[src/verilog/pov_pkg.sv]
package pov_pkg;

  localparam int ROT_RES        = 256;                   // Angular steps per turn
  localparam int HALF_RES       = ROT_RES / 2;           // Steps per half turn
  localparam int DISPLAY_RADIUS = 32;                    // Radial voxel positions
  localparam int DISPLAY_HEIGHT = 16;                    // Voxels per column

  localparam int THETA_W  = $clog2(ROT_RES);             // Angle width
  localparam int RADIUS_W = $clog2(DISPLAY_RADIUS);      // Radius width
  localparam int Z_W      = $clog2(DISPLAY_HEIGHT);      // Height index width
  localparam int ADDR_W   = $clog2(HALF_RES);            // Address into one half turn

  typedef logic [THETA_W-1:0]  theta_t;                  // Top bit picks the half turn
  typedef logic [RADIUS_W-1:0] radius_t;
  typedef logic [Z_W-1:0]      z_t;

  typedef struct packed {
    radius_t                   radius;                   // Tag of last voxel written
    logic [DISPLAY_HEIGHT-1:0] voxels;                   // One bit per z
  } column_t;

  typedef struct packed {
    theta_t  theta;
    radius_t radius;
    z_t      z;
  } voxel_wr_t;

  typedef struct packed {
    theta_t  theta;                                      // Angle of the near arm
    column_t near;                                       // Column at theta
    column_t far;                                        // Column at theta + pi
  } blade_col_t;

  typedef enum logic [1:0] {
    FB_IDLE,                                             // Accepts flush, voxel or read
    FB_FLUSH,                                            // Zeroing both halves
    FB_RMW_WAIT,                                         // Waiting for the old column
    FB_RMW_WRITE                                         // Writing the merged column
  } fb_state_t;

endpackage

[src/verilog/angle_tracker.sv]
`timescale 1ns/1ps

module angle_tracker import pov_pkg::*; (
  input  logic   clk_in,
  input  logic   rst_in,
  input  logic   enc_step,                               // One angular step
  input  logic   enc_index,                              // Zero mark of the encoder
  output logic   angle_step,                             // New angle strobe
  output theta_t angle
);

  // Count wraps naturally at ROT_RES since theta_t is log2 wide
  always_ff @(posedge clk_in) begin
    if (rst_in) begin
      angle      <= '0;
      angle_step <= 1'b0;
    end else begin
      angle_step <= enc_step || enc_index;
      if (enc_index) begin
        angle <= '0;                                     // Index beats step
      end else if (enc_step) begin
        angle <= angle + 1'b1;
      end
    end
  end

  // Index may only correct a small slip around the wrap
  a_index_near_wrap: assert property (@(posedge clk_in) disable iff (rst_in)
    enc_index |-> ((angle >= theta_t'(ROT_RES - 2)) || (angle <= theta_t'(2))));

endmodule

[config.mk]
export PLATFORM = sky130hd
export DESIGN_NAME = angle_tracker
export DESIGN_NICKNAME = d
export VERILOG_FILES = /design/src/verilog/pov_pkg.sv /design/src/verilog/angle_tracker.sv
export SDC_FILE = /design/constraint.sdc
export NUM_CORES = 1
export LEC_CHECK = 0
export BUFFER_PORTS_ARGS = -buffer_cell sky130_fd_sc_hd__buf_2
export CORE_AREA = 2 2 39 41
export DETAILED_ROUTE_END_ITERATION = 16
export DIE_AREA = 0 0 41 43
export GPL_TIMING_DRIVEN = 0
export SLEW_MARGIN = 20
export SYNTH_ARGS = -nofsm -noshare
export SYNTH_HDL_FRONTEND = slang
export SYNTH_SLANG_ARGS = --single-unit
[constraint.sdc]
create_clock -name clk_in -period 1.14 [get_ports clk_in]
set_clock_uncertainty 0.05 [all_clocks]
set_input_delay 0.114 -clock clk_in [delete_from_list [all_inputs] [get_ports clk_in]]
set_output_delay 0.114 -clock clk_in [all_outputs]
set_load 0.01 [all_outputs]
## Word level (Yosys, flattened, before mapping)

Cells that the tools add are included.

- Flip-flop bits (word level): 9
- Output and inout port bits: 9

- Reductions and logical operators: 2
- Add/sub/neg operators: 1

Operator list:

| cell | count |
|---|---|
| $add 8x1->8 const B | 1 |
| $reduce_or 2->1 | 1 |
| $logic_or 1x1->1 | 1 |

## Logic depth before layout (Yosys ltp)

- Depth in word-level cells: 1
- Gate-level depth with buffers: 4

## Worst setup path after synthesis

Ideal clock, no wire load.

- Kind: register to register
- Start: register angle[0]
- End: register angle[6]
- Arrival: 1.175 ns
- Cell stages (with the launch flop): 5
- Path buffers: 0
- Setup slack: -0.155 ns
- Setup time: 0.070 ns
- Cell sequence: dfxtp_1 -> ha_1 -> nand3_1 -> or3_1 -> a21oi_1

- Cells in the longest elaborated chain, start to end: 1

Ends and longest elaborated chain:

| item | RTL line | source |
|---|---|---|
| start: declaration | angle_tracker.sv:9 | `output theta_t angle` |
| start signal: assignment | angle_tracker.sv:22 | `angle <= angle + 1'b1;` |
| $add 8x1->8 | angle_tracker.sv:22 |  |

No other way between the ends.
A chain may end at the register's enable or synchronous reset.

## Final worst setup path

- Start: register angle[1]
- End: register angle[6]

The elaborated chain is that of the path after synthesis.

==> qor.yml <==
synth:
  synth_top_area_share_pct: 48.3
  netlist_instances: 41
  synth_fp_nets: 46
  synth_cell_types: 16
  yosys_warnings: 0
  ys_seq_area_share_pct: 48.3
  yosys-top-cells-area: "dfxtp_1 (48%), nor2_1 (7.0%), xor2_1 (7.0%), or3_1 (5.0%), a21oi_1 (4.0%)"
  synth_top_cell_by_area: "dfxtp_1"
  synth_seq_cells: 9
  avgSynthCellArea_sq_um: 9.09
  synth_area_sq_um: 373
worst_setup_path:
  crit_start: "angle[1]"
  r2r_cells: 4
  crit_path_end: "angle[6]"
  start_kind: "flip-flop"
  cp_max_fo: 3
  worstPathRequired_ns: 1.29
  cp.arrival_ns: 1.28
  reg2reg_from: "angle[1]"
  critical_path.reg2reg.endpoint: "angle[6]"
  path_class: "reg2reg"
  slowest_delay_ns: 0.38
  cp-end-kind: "flip-flop"
  crit_path_top_delay_cell: "dfxtp_4"
  crit_chain: "ha_4 > nand3_2 > or3_1 > a21oi_1"
  reg2reg_slack_ns: 0.01
route:
  drtIter0Drc: 1
  dr.pass1.iters: 4
  vias: 349
  avgRoutedWirePerCell_microns: 9.63
  antenna_left: 0
  drt-total-wl_microns: 732
  drcViolationCount: 0
  vias_per_cell: 4.59
place:
  dp_slack_ns: -0.0546
  placement.io_buffers: 11
  place.gp.congestion: 0.632
min_path:
  hp-class: "in2reg"
sta:
  finalHoldViolations: 0
  hold_slack_ns: 0.0260
  drv_slew: 0
  worst_slew_pin_slew_ns: 0.340
  fin_ws_ns: 0.0109
  min_period_over_period_pct: 99.0
  relSlewSlack_pct: 77.3
  timing.fmax_ghz: 0.886
  final-setup-viol-count: 0
  min_period_ns: 1.13
  rsz0062_at_grt: "yes"
power:
  vdd.ir_drop.worst_mv: 0.758
  power_per_cell_area_mw_per_mm2: 1120
  p_leak_nw: 0.224
  p_total_uw: 611
global_routing:
  antenna_found_initial: 0
  grt_pass1_vias: 261
  grt_max_degree: 9
  grt_pass1_wl_microns: 1080
  grt_use_total_pct: 9.94
  overflow: 0
floorplanning:
  core_sq_mm: 0.00138
  die_h_microns: 43
  ios: 13
  start_util_pct: 26.9
  die_w_microns: 41
  rows: 14
  die-area_sq_mm: 0.00176
cts:
  root_buffer: "clkbuf_4"
  clock_latency_ns: 0.26
  clk_pin_slew_ns: 0.06
  numCtsBuffers: 3
  clock_sinks: 9
  cts_buffer_depth: 2
  cts_tree: "yes"
  cts.htree.levels: 1
finish:
  layout-drive-gt1-share_pct: 43.3
  area_growth_pct: 46.3
  antenna_cells: 0
  final_nets: 66
outcome:
  status: "completed"
job:
  cap_violations: 0
## logic make-up after synthesis
logic type      Yosys count  synth area share (%)
compound gates            6                  8.05
xor+xnor                  4                  9.40
fa+ha+maj                 1                  3.36
buf+inv                   2                  3.02
flops                     9                  48.3
mux                       1                  2.68
simple gates             18                  25.2
## worst min-delay path by stage
stage          startpoint          to  slack [ns]  cells after the start
2_1_floorplan      rst_in  angle_step        0.14                      1
6_report        enc_index  angle_step        0.03                      3
3_3_place_gp       rst_in  angle_step        0.23                      2
5_1_grt         enc_index  angle_step        0.04                      3
3_5_place_dp       rst_in  angle_step        0.24                      2
4_1_cts         enc_index  angle_step        0.02                      3
## per-stage QoR
| stage | area, sq um | utilization (%) | std cells | TNS [ns] |
|---|---|---|---|---|
| 3_3_place_gp | 467 | 33.7 | 68 | -0.0415 |
| 5_1_grt | 546 | 39.4 | 76 | -0.0689 |
| 6_report | 546 | 39.4 | 76 | 0 |
| 2_1_floorplan | 392 | - | 41 | -0.0311 |
| 4_1_cts | 522 | 37.7 | 74 | -0.0143 |
| 3_5_place_dp | 467 | 33.7 | 68 | -0.0686 |
## registers in the layout, indices dropped and copies added, names as in the netlist
signal      cells
angle           8
angle_step      1
## critical path, delay by kind of cell, from the launching register on
kind                     cells  cell delay [ns]
AND/OR/NAND/NOR              2             0.39
AO/OA/AOI/OAI                1             0.12
flip-flops                   1             0.38
adder cells (fa/ha/maj)      1             0.14
## power breakdown
group          total, mW  internal, mW  switching, mW
sequential         0.319         0.314        0.00461
clock              0.250         0.135          0.115
combinational     0.0426        0.0220         0.0207
## cell usage in the layout (no fill, tap or decap), types with 2 or more instances in the layout
master	instances
o21ai_0	3
clkbuf_4	3
nand4_1	2
buf_4	4
nor2_1	7
buf_2	11
xor2_1	3
nand2_1	2
or3_1	3
dfxtp_4	3
dfxtp_1	5
a21oi_1	3
clkbuf_1	2
## cell type report
| cell class | instances | area (sq um) |
|---|---|---|
| well taps | 16 | 20.0 |
| clock buffers | 4 | 26.3 |
| repair buffers | 15 | 87.6 |
| fillers | 141 | 838 |
| multi-input cells | 30 | 208 |
| flip-flops and latches | 9 | 193 |
| plain buffers | 2 | 11.3 |
## Yosys cell counts (all sizes together)
master  count
mux2i       1
nand4       3
clkbuf      1
a21oi       3
ha          1
buf         1
or3         3
dfxtp       9
nand3       2
nor2        7
xnor2       1
or2         1
nand2       2
xor2        3
o21ai       3
## repair_timing
action / in CTS / in global routing
hold buffers: 1 / 0
endpoints found under the hold margin: 1 / 0
setup endpoints to repair: 3 / 3
buffers inserted: 1 / 2
pin swaps: 2 / 2
resized for setup: 2 / 3
## layer usage
| layer | up-vias | share of wire [%] | track usage, % |
|---|---|---|---|
| li1 | 177 | - | - |
| met1 | 157 | 46 | 11.3 |
| met2 | 13 | 42 | 12.5 |
| met3 | 2 | 11 | 9.42 |
| met4 | 0 | 1.1 | 4.00 |
| met5 | - | 0 | 0 |
(Power assumes the default switching activity.)
