## config.mk

```make
export PLATFORM = sky130hd
export DESIGN_NAME = blade_driver
export DESIGN_NICKNAME = d
export VERILOG_FILES = /design/src/verilog/pov_pkg.sv /design/src/verilog/blade_driver.sv
export SDC_FILE = /design/constraint.sdc
export NUM_CORES = 1
export LEC_CHECK = 0
export ABC_AREA = 1
export ABC_CLOCK_PERIOD_IN_PS = 800
export BUFFER_PORTS_ARGS = -buffer_cell sky130_fd_sc_hd__buf_4
export CORE_AREA = 2 2 67 75
export CTS_CLUSTER_DIAMETER = 150
export DETAILED_ROUTE_END_ITERATION = 8
export DIE_AREA = 0 0 69 77
export PLACE_DENSITY = 0.75
export SYNTH_ARGS = -nofsm -noshare
export SYNTH_HDL_FRONTEND = slang
export SYNTH_SLANG_ARGS = --single-unit
export TNS_END_PERCENT = 30
```

## constraint.sdc

```tcl
create_clock -name clk_in -period 0.8 [get_ports clk_in]
set_clock_uncertainty 0.1 [all_clocks]
set_input_delay 0.16 -clock clk_in [delete_from_list [all_inputs] [get_ports clk_in]]
set_output_delay 0.16 -clock clk_in [all_outputs]
set_load 0.005 [all_outputs]
```

## src/verilog/pov_pkg.sv

```systemverilog
package pov_pkg;

  localparam int ROT_RES        = 256;                   // Angular steps per turn
  localparam int HALF_RES       = ROT_RES / 2;           // Steps per half turn
  localparam int DISPLAY_RADIUS = 32;                    // Radial voxel positions
  localparam int DISPLAY_HEIGHT = 16;                    // Voxels per column

  localparam int THETA_W  = $clog2(ROT_RES);             // Angle width
  localparam int RADIUS_W = $clog2(DISPLAY_RADIUS);      // Radius width
  localparam int Z_W      = $clog2(DISPLAY_HEIGHT);      // Height index width
  localparam int ADDR_W   = $clog2(HALF_RES);            // Address into one half turn

  typedef logic [THETA_W-1:0]  theta_t;                  // Top bit picks the half turn
  typedef logic [RADIUS_W-1:0] radius_t;
  typedef logic [Z_W-1:0]      z_t;

  typedef struct packed {
    radius_t                   radius;                   // Tag of last voxel written
    logic [DISPLAY_HEIGHT-1:0] voxels;                   // One bit per z
  } column_t;

  typedef struct packed {
    theta_t  theta;
    radius_t radius;
    z_t      z;
  } voxel_wr_t;

  typedef struct packed {
    theta_t  theta;                                      // Angle of the near arm
    column_t near;                                       // Column at theta
    column_t far;                                        // Column at theta + pi
  } blade_col_t;

  typedef enum logic [1:0] {
    FB_IDLE,                                             // Accepts flush, voxel or read
    FB_FLUSH,                                            // Zeroing both halves
    FB_RMW_WAIT,                                         // Waiting for the old column
    FB_RMW_WRITE                                         // Writing the merged column
  } fb_state_t;

endpackage

```

## src/verilog/blade_driver.sv

```systemverilog
`timescale 1ns/1ps

module blade_driver import pov_pkg::*; (
  input  logic       clk_in,
  input  logic       rst_in,
  input  logic       angle_step,                         // Blade reached a new angle
  input  theta_t     angle,
  output logic       rd_req,                             // Pending column pair fetch
  output theta_t     rd_theta,
  input  logic       rd_valid,
  input  column_t    rd_near,
  input  column_t    rd_far,
  output logic       col_valid,                          // Blade word strobe
  output blade_col_t blade_col
);

  // Request handshake with the frame buffer
  always_ff @(posedge clk_in) begin
    if (rst_in) begin
      rd_req    <= 1'b0;
      col_valid <= 1'b0;
    end else begin
      col_valid <= rd_valid;                             // One cycle behind the data
      if (rd_valid) begin
        rd_req <= 1'b0;
      end
      if (angle_step) begin
        rd_req <= 1'b1;                                  // New angle opens a request
      end
    end
  end

  always_ff @(posedge clk_in) begin
    if (angle_step) begin
      rd_theta <= angle;                                 // Latest angle wins
    end
    if (rd_valid) begin
      blade_col.theta <= rd_theta;
      blade_col.near  <= rd_near;
      blade_col.far   <= rd_far;
    end
  end

  // Request must not be retargeted while the buffer may be reading it
  a_step_while_pending: assert property (@(posedge clk_in) disable iff (rst_in)
    angle_step |-> !rd_req);

endmodule

```

[Word-level counts from Yosys, hierarchy flattened]
Cells that the tools add are included.
Storage, ports and cells
  register bits: 60
  output and inout port bits: 60
  word-level logic and storage cells: 11
Operators by class
  reductions and logical operators: 1
  muxes and demuxes: 2
Operators with widths (number)
  $mux 1: 2
  $reduce_bool 2->1: 1

[Longest topological paths before layout]
Gate-level depths: netlist of the first run.
  depth in word-level cells: 2
  mapped depth: 3
  mapped depth without buffers: 3

[Worst setup path before layout of the first run]
Ideal clock, no wire load.
  kind: register to register
  from: register rd_theta[0]
  to: register blade_col[42] (netlist name) (data pin)
  arrival: 0.369 ns
  buffers on the path: 0
  stages on the path, launching flop included: 1
  setup time: 0.278 ns
  required time: 0.422 ns
  slack: 0.052 ns
  period minus slack after synthesis: 0.748 ns
  cell sequence: edfxtp_1
RTL lines
  start, declared: RTL line blade_driver.sv:9  | output theta_t rd_theta,
  start signal, assigned: RTL line blade_driver.sv:35  | rd_theta <= angle;
  end, declared: RTL line blade_driver.sv:14  | output blade_col_t blade_col
No word-level cell between the ends.

[Final worst setup path of the first run]
  from: register rd_theta[1]
  to: output port rd_theta[1]
No word-level cell between the ends.

==> results.yml, run 1 <==
route:
  drc: 0
  wirelength_microns: 3920
  via_per_inst: 4.36
  ant_nets: 0
  dr.first_iter.drc_count: 38
  wl_per_cell_microns: 15.4
  dr.pass1.iters: 4
  vias: 1112
sta:
  rsz0062_at_grt: "yes"
  setup_violations: 62
  period_needed_ns: 1.15
  final_max_slew_viol_count: 0
  final_hold_viol_count: 50
  layout_setup_ws_ns: -0.346
  max_freq_mhz: 872
  period_share_pct: 143
  worst_pin_slew_ns: 0.130
  timing.slew.headroom_pct: 91.3
  hold_ws_ns: -0.0952
die:
  core_sq_mm: 0.00455
  rows: 26
  die_w_microns: 69
  start_util_pct: 39.7
  die_area_sq_mm: 0.00531
  ios: 114
  die_h_microns: 77
critical_path:
  cp_max_fo: 2
  crit_type: "reg2out"
  endpoint_kind: "primary output"
  rr_worst_depth: 1
  worst_path_largest_cell_delay_ns: 0.42
  start_kind: "flip-flop"
  arrival_ns: 0.89
  worstPathRequired_ns: 0.54
  path_cells: "buf_6"
  cp.depth: 1
  crit_buf_inv: 1
  critical-path-top-delay-family: "flip-flops"
  crit_slowest_cell: "edfxtp_1"
clock_tree:
  cts_tree: "done"
  cts-buffers-inserted: 9
  clk_pin_slew_worst_paths_ns: 0.06
  cts_buffer_depth: 2
  cts_max_level: 3
  hold_buffers: 1
  clk_latency_ns: 0.32
  clock_sinks: 60
  clk_root_buffer_cell: "clkbuf_8"
finish:
  n_fill_cell: 311
  antenna_cells: 0
  final_layout_size_suffix_gt1_share_pct: 68.8
  final_common_cell: "buf_4"
  final_cell_mix: "buf_4 (96), edfxtp_1 (58), buf_6 (19)"
  final_nets: 248
  utilization_pct: 67.6
  areaGrowthSynthToFinish_pct: 70.2
synth:
  yosys_register_bits: 60
  syn_avg_cell_area_sq_um: 27.8
  yosysTopAreaCell: "edfxtp_1"
  synth.area.top_cells: "edfxtp_1 (96%), dfxtp_1 (2.2%), a21oi_2 (0.48%), nand2_2 (0.35%), inv_1 (0.21%)"
  synth-seq-area-share_pct: 98.5
  syn-num-nets: 119
  synth_top_area_share_pct: 96.3
  ys_types: 7
  postSynthCellCount: 65
  syn-cell-area_sq_mm: 0.00181
  yosysWarnings: 0
min_path:
  hold_class: "in2reg"
  hold_depth: 1
place:
  io_buffers: 113
  hpwl_microns: 2800
  finalWeightedCongestion: 0.667
global_routing:
  grt_use_met2_pct: 25.1
  grt_use_met1_pct: 13.5
  grt_pass1_vias: 1201
  grt_overflow: 0
  busiest_layer: "met2"
  met3_usage_pct: 10.8
  grt_pass1_wl_microns: 5750
  grt.total_usage_pct: 15.4
  antenna_found_initial: 0
  grt_start_max_net_pins: 25
power:
  leakage_nw: 1.31
  irDropWorstVdd_uv: 1650
  total_power_mw: 7.30
  p_per_area_mw_per_mm2: 2370
flow_run:
  max_cap_violations: 0
outcome:
  outcome: "finished with violations"
  violations: "negative hold slack, negative setup slack"
synth_stat cells:
cell,count
nand2_2,1
a21oi_2,1
dfxtp_1,2
inv_2,1
edfxtp_1,58
nor2_1,1
inv_1,1
registers in the layout (all words and copies together) (netlist names):
| signal | count |
|---|---|
| blade_col | 50 |
| col_valid | 1 |
| rd_req | 1 |
| rd_theta | 8 |
metal layers:
| layer | vias to the layer above | part of all wire [%] |
|---|---|---|
| met2 | 81 | 53 |
| met1 | 506 | 30 |
| met3 | 10 | 14 |
| met5 | - | 0 |
| li1 | 515 | - |
| met4 | 0 | 3.0 |
repair_timing:
| item | CTS | global route |
|---|---|---|
| hold endpoints to repair | 52 | 50 |
| setup buffers | 0 | 1 |
| endpoints found under the setup margin | 60 | 60 |
| resized for setup | 6 | 15 |
metrics by stage:
step	instance area, sq um	std cells	setup TNS [ns]	hold slack (ns)	worst slack, ns
after floorplan	1810	65	0	0.122	0.0524
after global placement	2770	237	-2.56	0.223	-0.0584
after detailed placement	2770	237	-3.21	0.226	-0.0726
after CTS	3020	254	-18.97	-0.115	-0.361
after global routing	3080	255	-20.30	-0.117	-0.380
final	3080	255	-17.79	-0.0952	-0.346
worst paths after layout:
check                            startpoint       endpoint  slack, ns
worst min register to register  rd_theta[3]  blade_col[45]       0.36
worst max-delay path            rd_theta[1]    rd_theta[1]      -0.35
worst min-delay path             rd_near[6]  blade_col[27]       -0.1
worst max register to register  rd_theta[6]  blade_col[48]      -0.07
final cells by class:
| class | instances | area [sq um] | area share [%] |
|---|---|---|---|
| clock buffers | 12 | 165 | 5.37 |
| clock inverters | 4 | 46.3 | 1.50 |
| inverters | 2 | 7.51 | 0.244 |
| multi-input cells | 3 | 18.8 | 0.610 |
| flip-flops and latches | 60 | 1780 | 58.0 |
| well taps | 56 | 70.1 | 2.28 |
| repair buffers | 118 | 985 | 32.0 |
power by group:
group          switching (mW)  leakage, nW  total [mW]  internal (mW)
clock network            1.08        0.106        2.76           1.68
logic                   0.231        0.614       0.730          0.499
registers              0.0902        0.585        3.81           3.72
total                    1.40         1.31        7.30           5.90
cell families (layout without fill, tap and decap cells):
logic type / count (synthesis) / after routing / share of synthesized area (%)
buffers and inverters: 2 / 136 / 0.415
flip-flops: 60 / 60 / 98.5
AND/OR/NAND/NOR: 2 / 2 / 0.554
AO/OA/AOI/OAI: 1 / 1 / 0.485
Power figures use the tool's default switching activity.
==> run 2: changes to the inputs <==
- ABC_AREA: 1 -> default
- CORE_AREA: 2 2 67 75 -> 2 2 72 81
- DIE_AREA: 0 0 69 77 -> 0 0 74 83
- PLACE_DENSITY: 0.75 -> 0.66
==> run 2 against run 1 <==
The run still ends with negative hold slack, negative setup slack left. Non-clock buffer count grew 9. Combinational power grew 4.0%. First-iteration DRC count grew 32%. Clock power is essentially flat. Sequential share of layout area shrank 2.0 points. Sequential power is essentially flat. Die area grew 16%. Via count grew 4.9%. Critical path depth is the same. Register-to-register slack lost 0.03 ns. Critical endpoint is now rd_theta[6]. Largest power group unchanged.
==> results.yml, run 2 <==
synth:
  postSynthCellCount: 64
  ys_types: 6
  synthFlopType: "edfxtp_1"
  syn-cell-area_sq_mm: 0.00181
  syn-num-nets: 118
  synth_edf_count: 58
  synth_most_common_cell: "edfxtp_1"
  yosys_register_bits: 60
  synth-seq-area-share_pct: 98.6
  synth_top_area_share_pct: 96.4
  netlist_top_cells_count: "edfxtp_1 (58), dfxtp_1 (2)"
  yosysTopAreaCell: "edfxtp_1"
  yosysWarnings: 0
  synth.area.top_cells: "edfxtp_1 (96%), dfxtp_1 (2.2%), a21oi_2 (0.48%), nand2b_1 (0.35%), nor2b_1 (0.35%)"
  syn_avg_cell_area_sq_um: 28.2
  ys_async_sr_fraction_pct: 0
clock_tree:
  cts_buffer_depth: 2
  cts_tree: "done"
  cts-buffers-inserted: 9
  cts_max_level: 3
  clk_latency_ns: 0.32
  clk_root_buffer_cell: "clkbuf_8"
  clk_pin_slew_worst_paths_ns: 0.06
  clock_sinks: 60
die:
  start_util_pct: 34.2
  core_sq_mm: 0.00529
  die_h_microns: 83
  die_w_microns: 74
  ios: 114
  rows: 28
  die_area_sq_mm: 0.00614
sta:
  worst_pin_slew_ns: 0.129
  setup_violations: 70
  layout_setup_ws_ns: -0.335
  fin_setup_tns_ns: -18.13
  final_hold_viol_count: 43
  hold_ws_ns: -0.0924
  period_needed_ns: 1.14
  timing.slew.headroom_pct: 91.4
  period_share_pct: 142
  final_max_slew_viol_count: 0
  rsz0062_at_grt: "yes"
  max_freq_mhz: 881
finish:
  final_common_cell: "buf_4"
  final_cell_mix: "buf_4 (96), edfxtp_1 (58), buf_6 (21)"
  fin_area_sq_mm: 0.00319
  areaGrowthSynthToFinish_pct: 76.3
  largest_reg_flops: 50
  utilization_pct: 60.2
  final_nets: 256
  final_layout_size_suffix_gt1_share_pct: 65.2
  top_regs: "blade_col: 50 flops, rd_theta: 8 flops"
  antenna_cells: 0
  regMostFlops: "blade_col"
  n_fill_cell: 407
critical_path:
  r2r-end: "blade_col[44]"
  timing.rr.start: "rd_theta[2]"
  arrival_ns: 0.88
  start_kind: "flip-flop"
  worstPathRequired_ns: 0.54
  regToRegSetupSlack_ns: -0.10
  cp_max_fo: 2
  rr_worst_depth: 1
  endpoint_kind: "primary output"
  worst_path_largest_cell_delay_ns: 0.41
  crit_type: "reg2out"
  critical-path-top-delay-family: "flip-flops"
  crit_buf_inv: 1
  path_cells: "buf_6"
  crit_slowest_cell: "edfxtp_1"
route:
  drc: 0
  via_per_inst: 4.14
  ant_nets: 0
  wl_per_cell_microns: 14.1
  wirelength_microns: 3960
  dr.pass1.iters: 4
  vias: 1167
  dr.first_iter.drc_count: 50
outcome:
  violations: "negative hold slack, negative setup slack"
  outcome: "finished with violations"
flow_run:
  max_cap_violations: 0
power:
  leakage_nw: 1.34
  irDropWorstVdd_uv: 1290
  total_power_mw: 7.37
  p_per_area_mw_per_mm2: 2310
place:
  hpwl_microns: 2850
  placed_area_sq_mm: 0.00280
  finalWeightedCongestion: 0.649
  io_buffers: 113
global_routing:
  grt_start_max_net_pins: 22
  antenna_found_initial: 0
  grt_pass1_wl_microns: 5560
  grt.total_usage_pct: 12.8
  grt_pass1_vias: 1171
  grt_overflow: 0
min_path:
  hold_class: "in2reg"
  worstHoldStart: "angle[7]"
  hold_depth: 1
  holdPathEnd: "rd_theta[7]"
[run 2: cell types whose count changed in the layout (fill, tap and decap cells not counted), sizes merged, moves of 2 or more]
cell	delta
buf	+2
clkbuf	-3
clkinv	+3
dlygate4sd3	+7
[run 2: how the worst max path moves through the flow]
stage / from / slack (ns) / to / cells past startpoint
floorplan: rd_theta[0] / 0.05 / blade_col[42] / 0
global placement: rd_valid / -0.12 / rd_req / 4
finish: rd_theta[6] / -0.34 / rd_theta[6] / 1
detailed placement: rd_valid / -0.15 / rd_req / 4
CTS: blade_col[31] / -0.36 / blade_col[31] / 1
global route: blade_col[31] / -0.38 / blade_col[31] / 1
[run 2: kinds of logic (layout without fill, tap and decap cells)]
kind of cell           Yosys count  after routing  share of synthesized area [%]
AND/OR/NAND/NOR                  2              2                          0.693
AO/OA/AOI/OAI                    1              1                          0.485
buffers and inverters            1            144                          0.208
flip-flops                      60             60                           98.6
[run 2: stage by stage]
step	worst slack (ns)	cells
2_1_floorplan	0.0524	64
6_report	-0.335	282
4_1_cts	-0.355	274
3_3_place_gp	-0.124	255
5_1_grt	-0.384	282
3_5_place_dp	-0.146	255
[run 2: where the power goes]
part	switching [mW]	internal [mW]
Sequential	0.0916	3.72
Combinational	0.226	0.533
Clock	1.09	1.71
Total	1.40	5.96
[run 2: timing repair]
item / in CTS / in global routing
hold endpoints to repair: 53 / 50
buffers inserted: 2 / 1
hold buffers: 1 / 7
endpoints found under the setup margin: 60 / 62
gates resized for setup: 3 / 20
[run 2: cell type report]
cell class                      count  area, sq um  area share (%)
Inverter                            1         3.75           0.118
Sequential cell                    60         1780            56.0
Tap cell                           75         93.8            2.95
Clock buffer                        9          124            3.89
Clock inverter                      7         81.3            2.55
Timing Repair Buffer              127         1080            33.8
Multi-Input combinational cell      3         21.3           0.668
[run 2: metal layers]
layer | vias to the layer above | GRT usage, % | wire length (microns)
met4 | 0 | 5.95 | 26
met5 | - | 0 | 0
met3 | 4 | 9.47 | 605
li1 | 532 | - | -
met1 | 543 | 12.8 | 1380
met2 | 88 | 19.4 | 1950
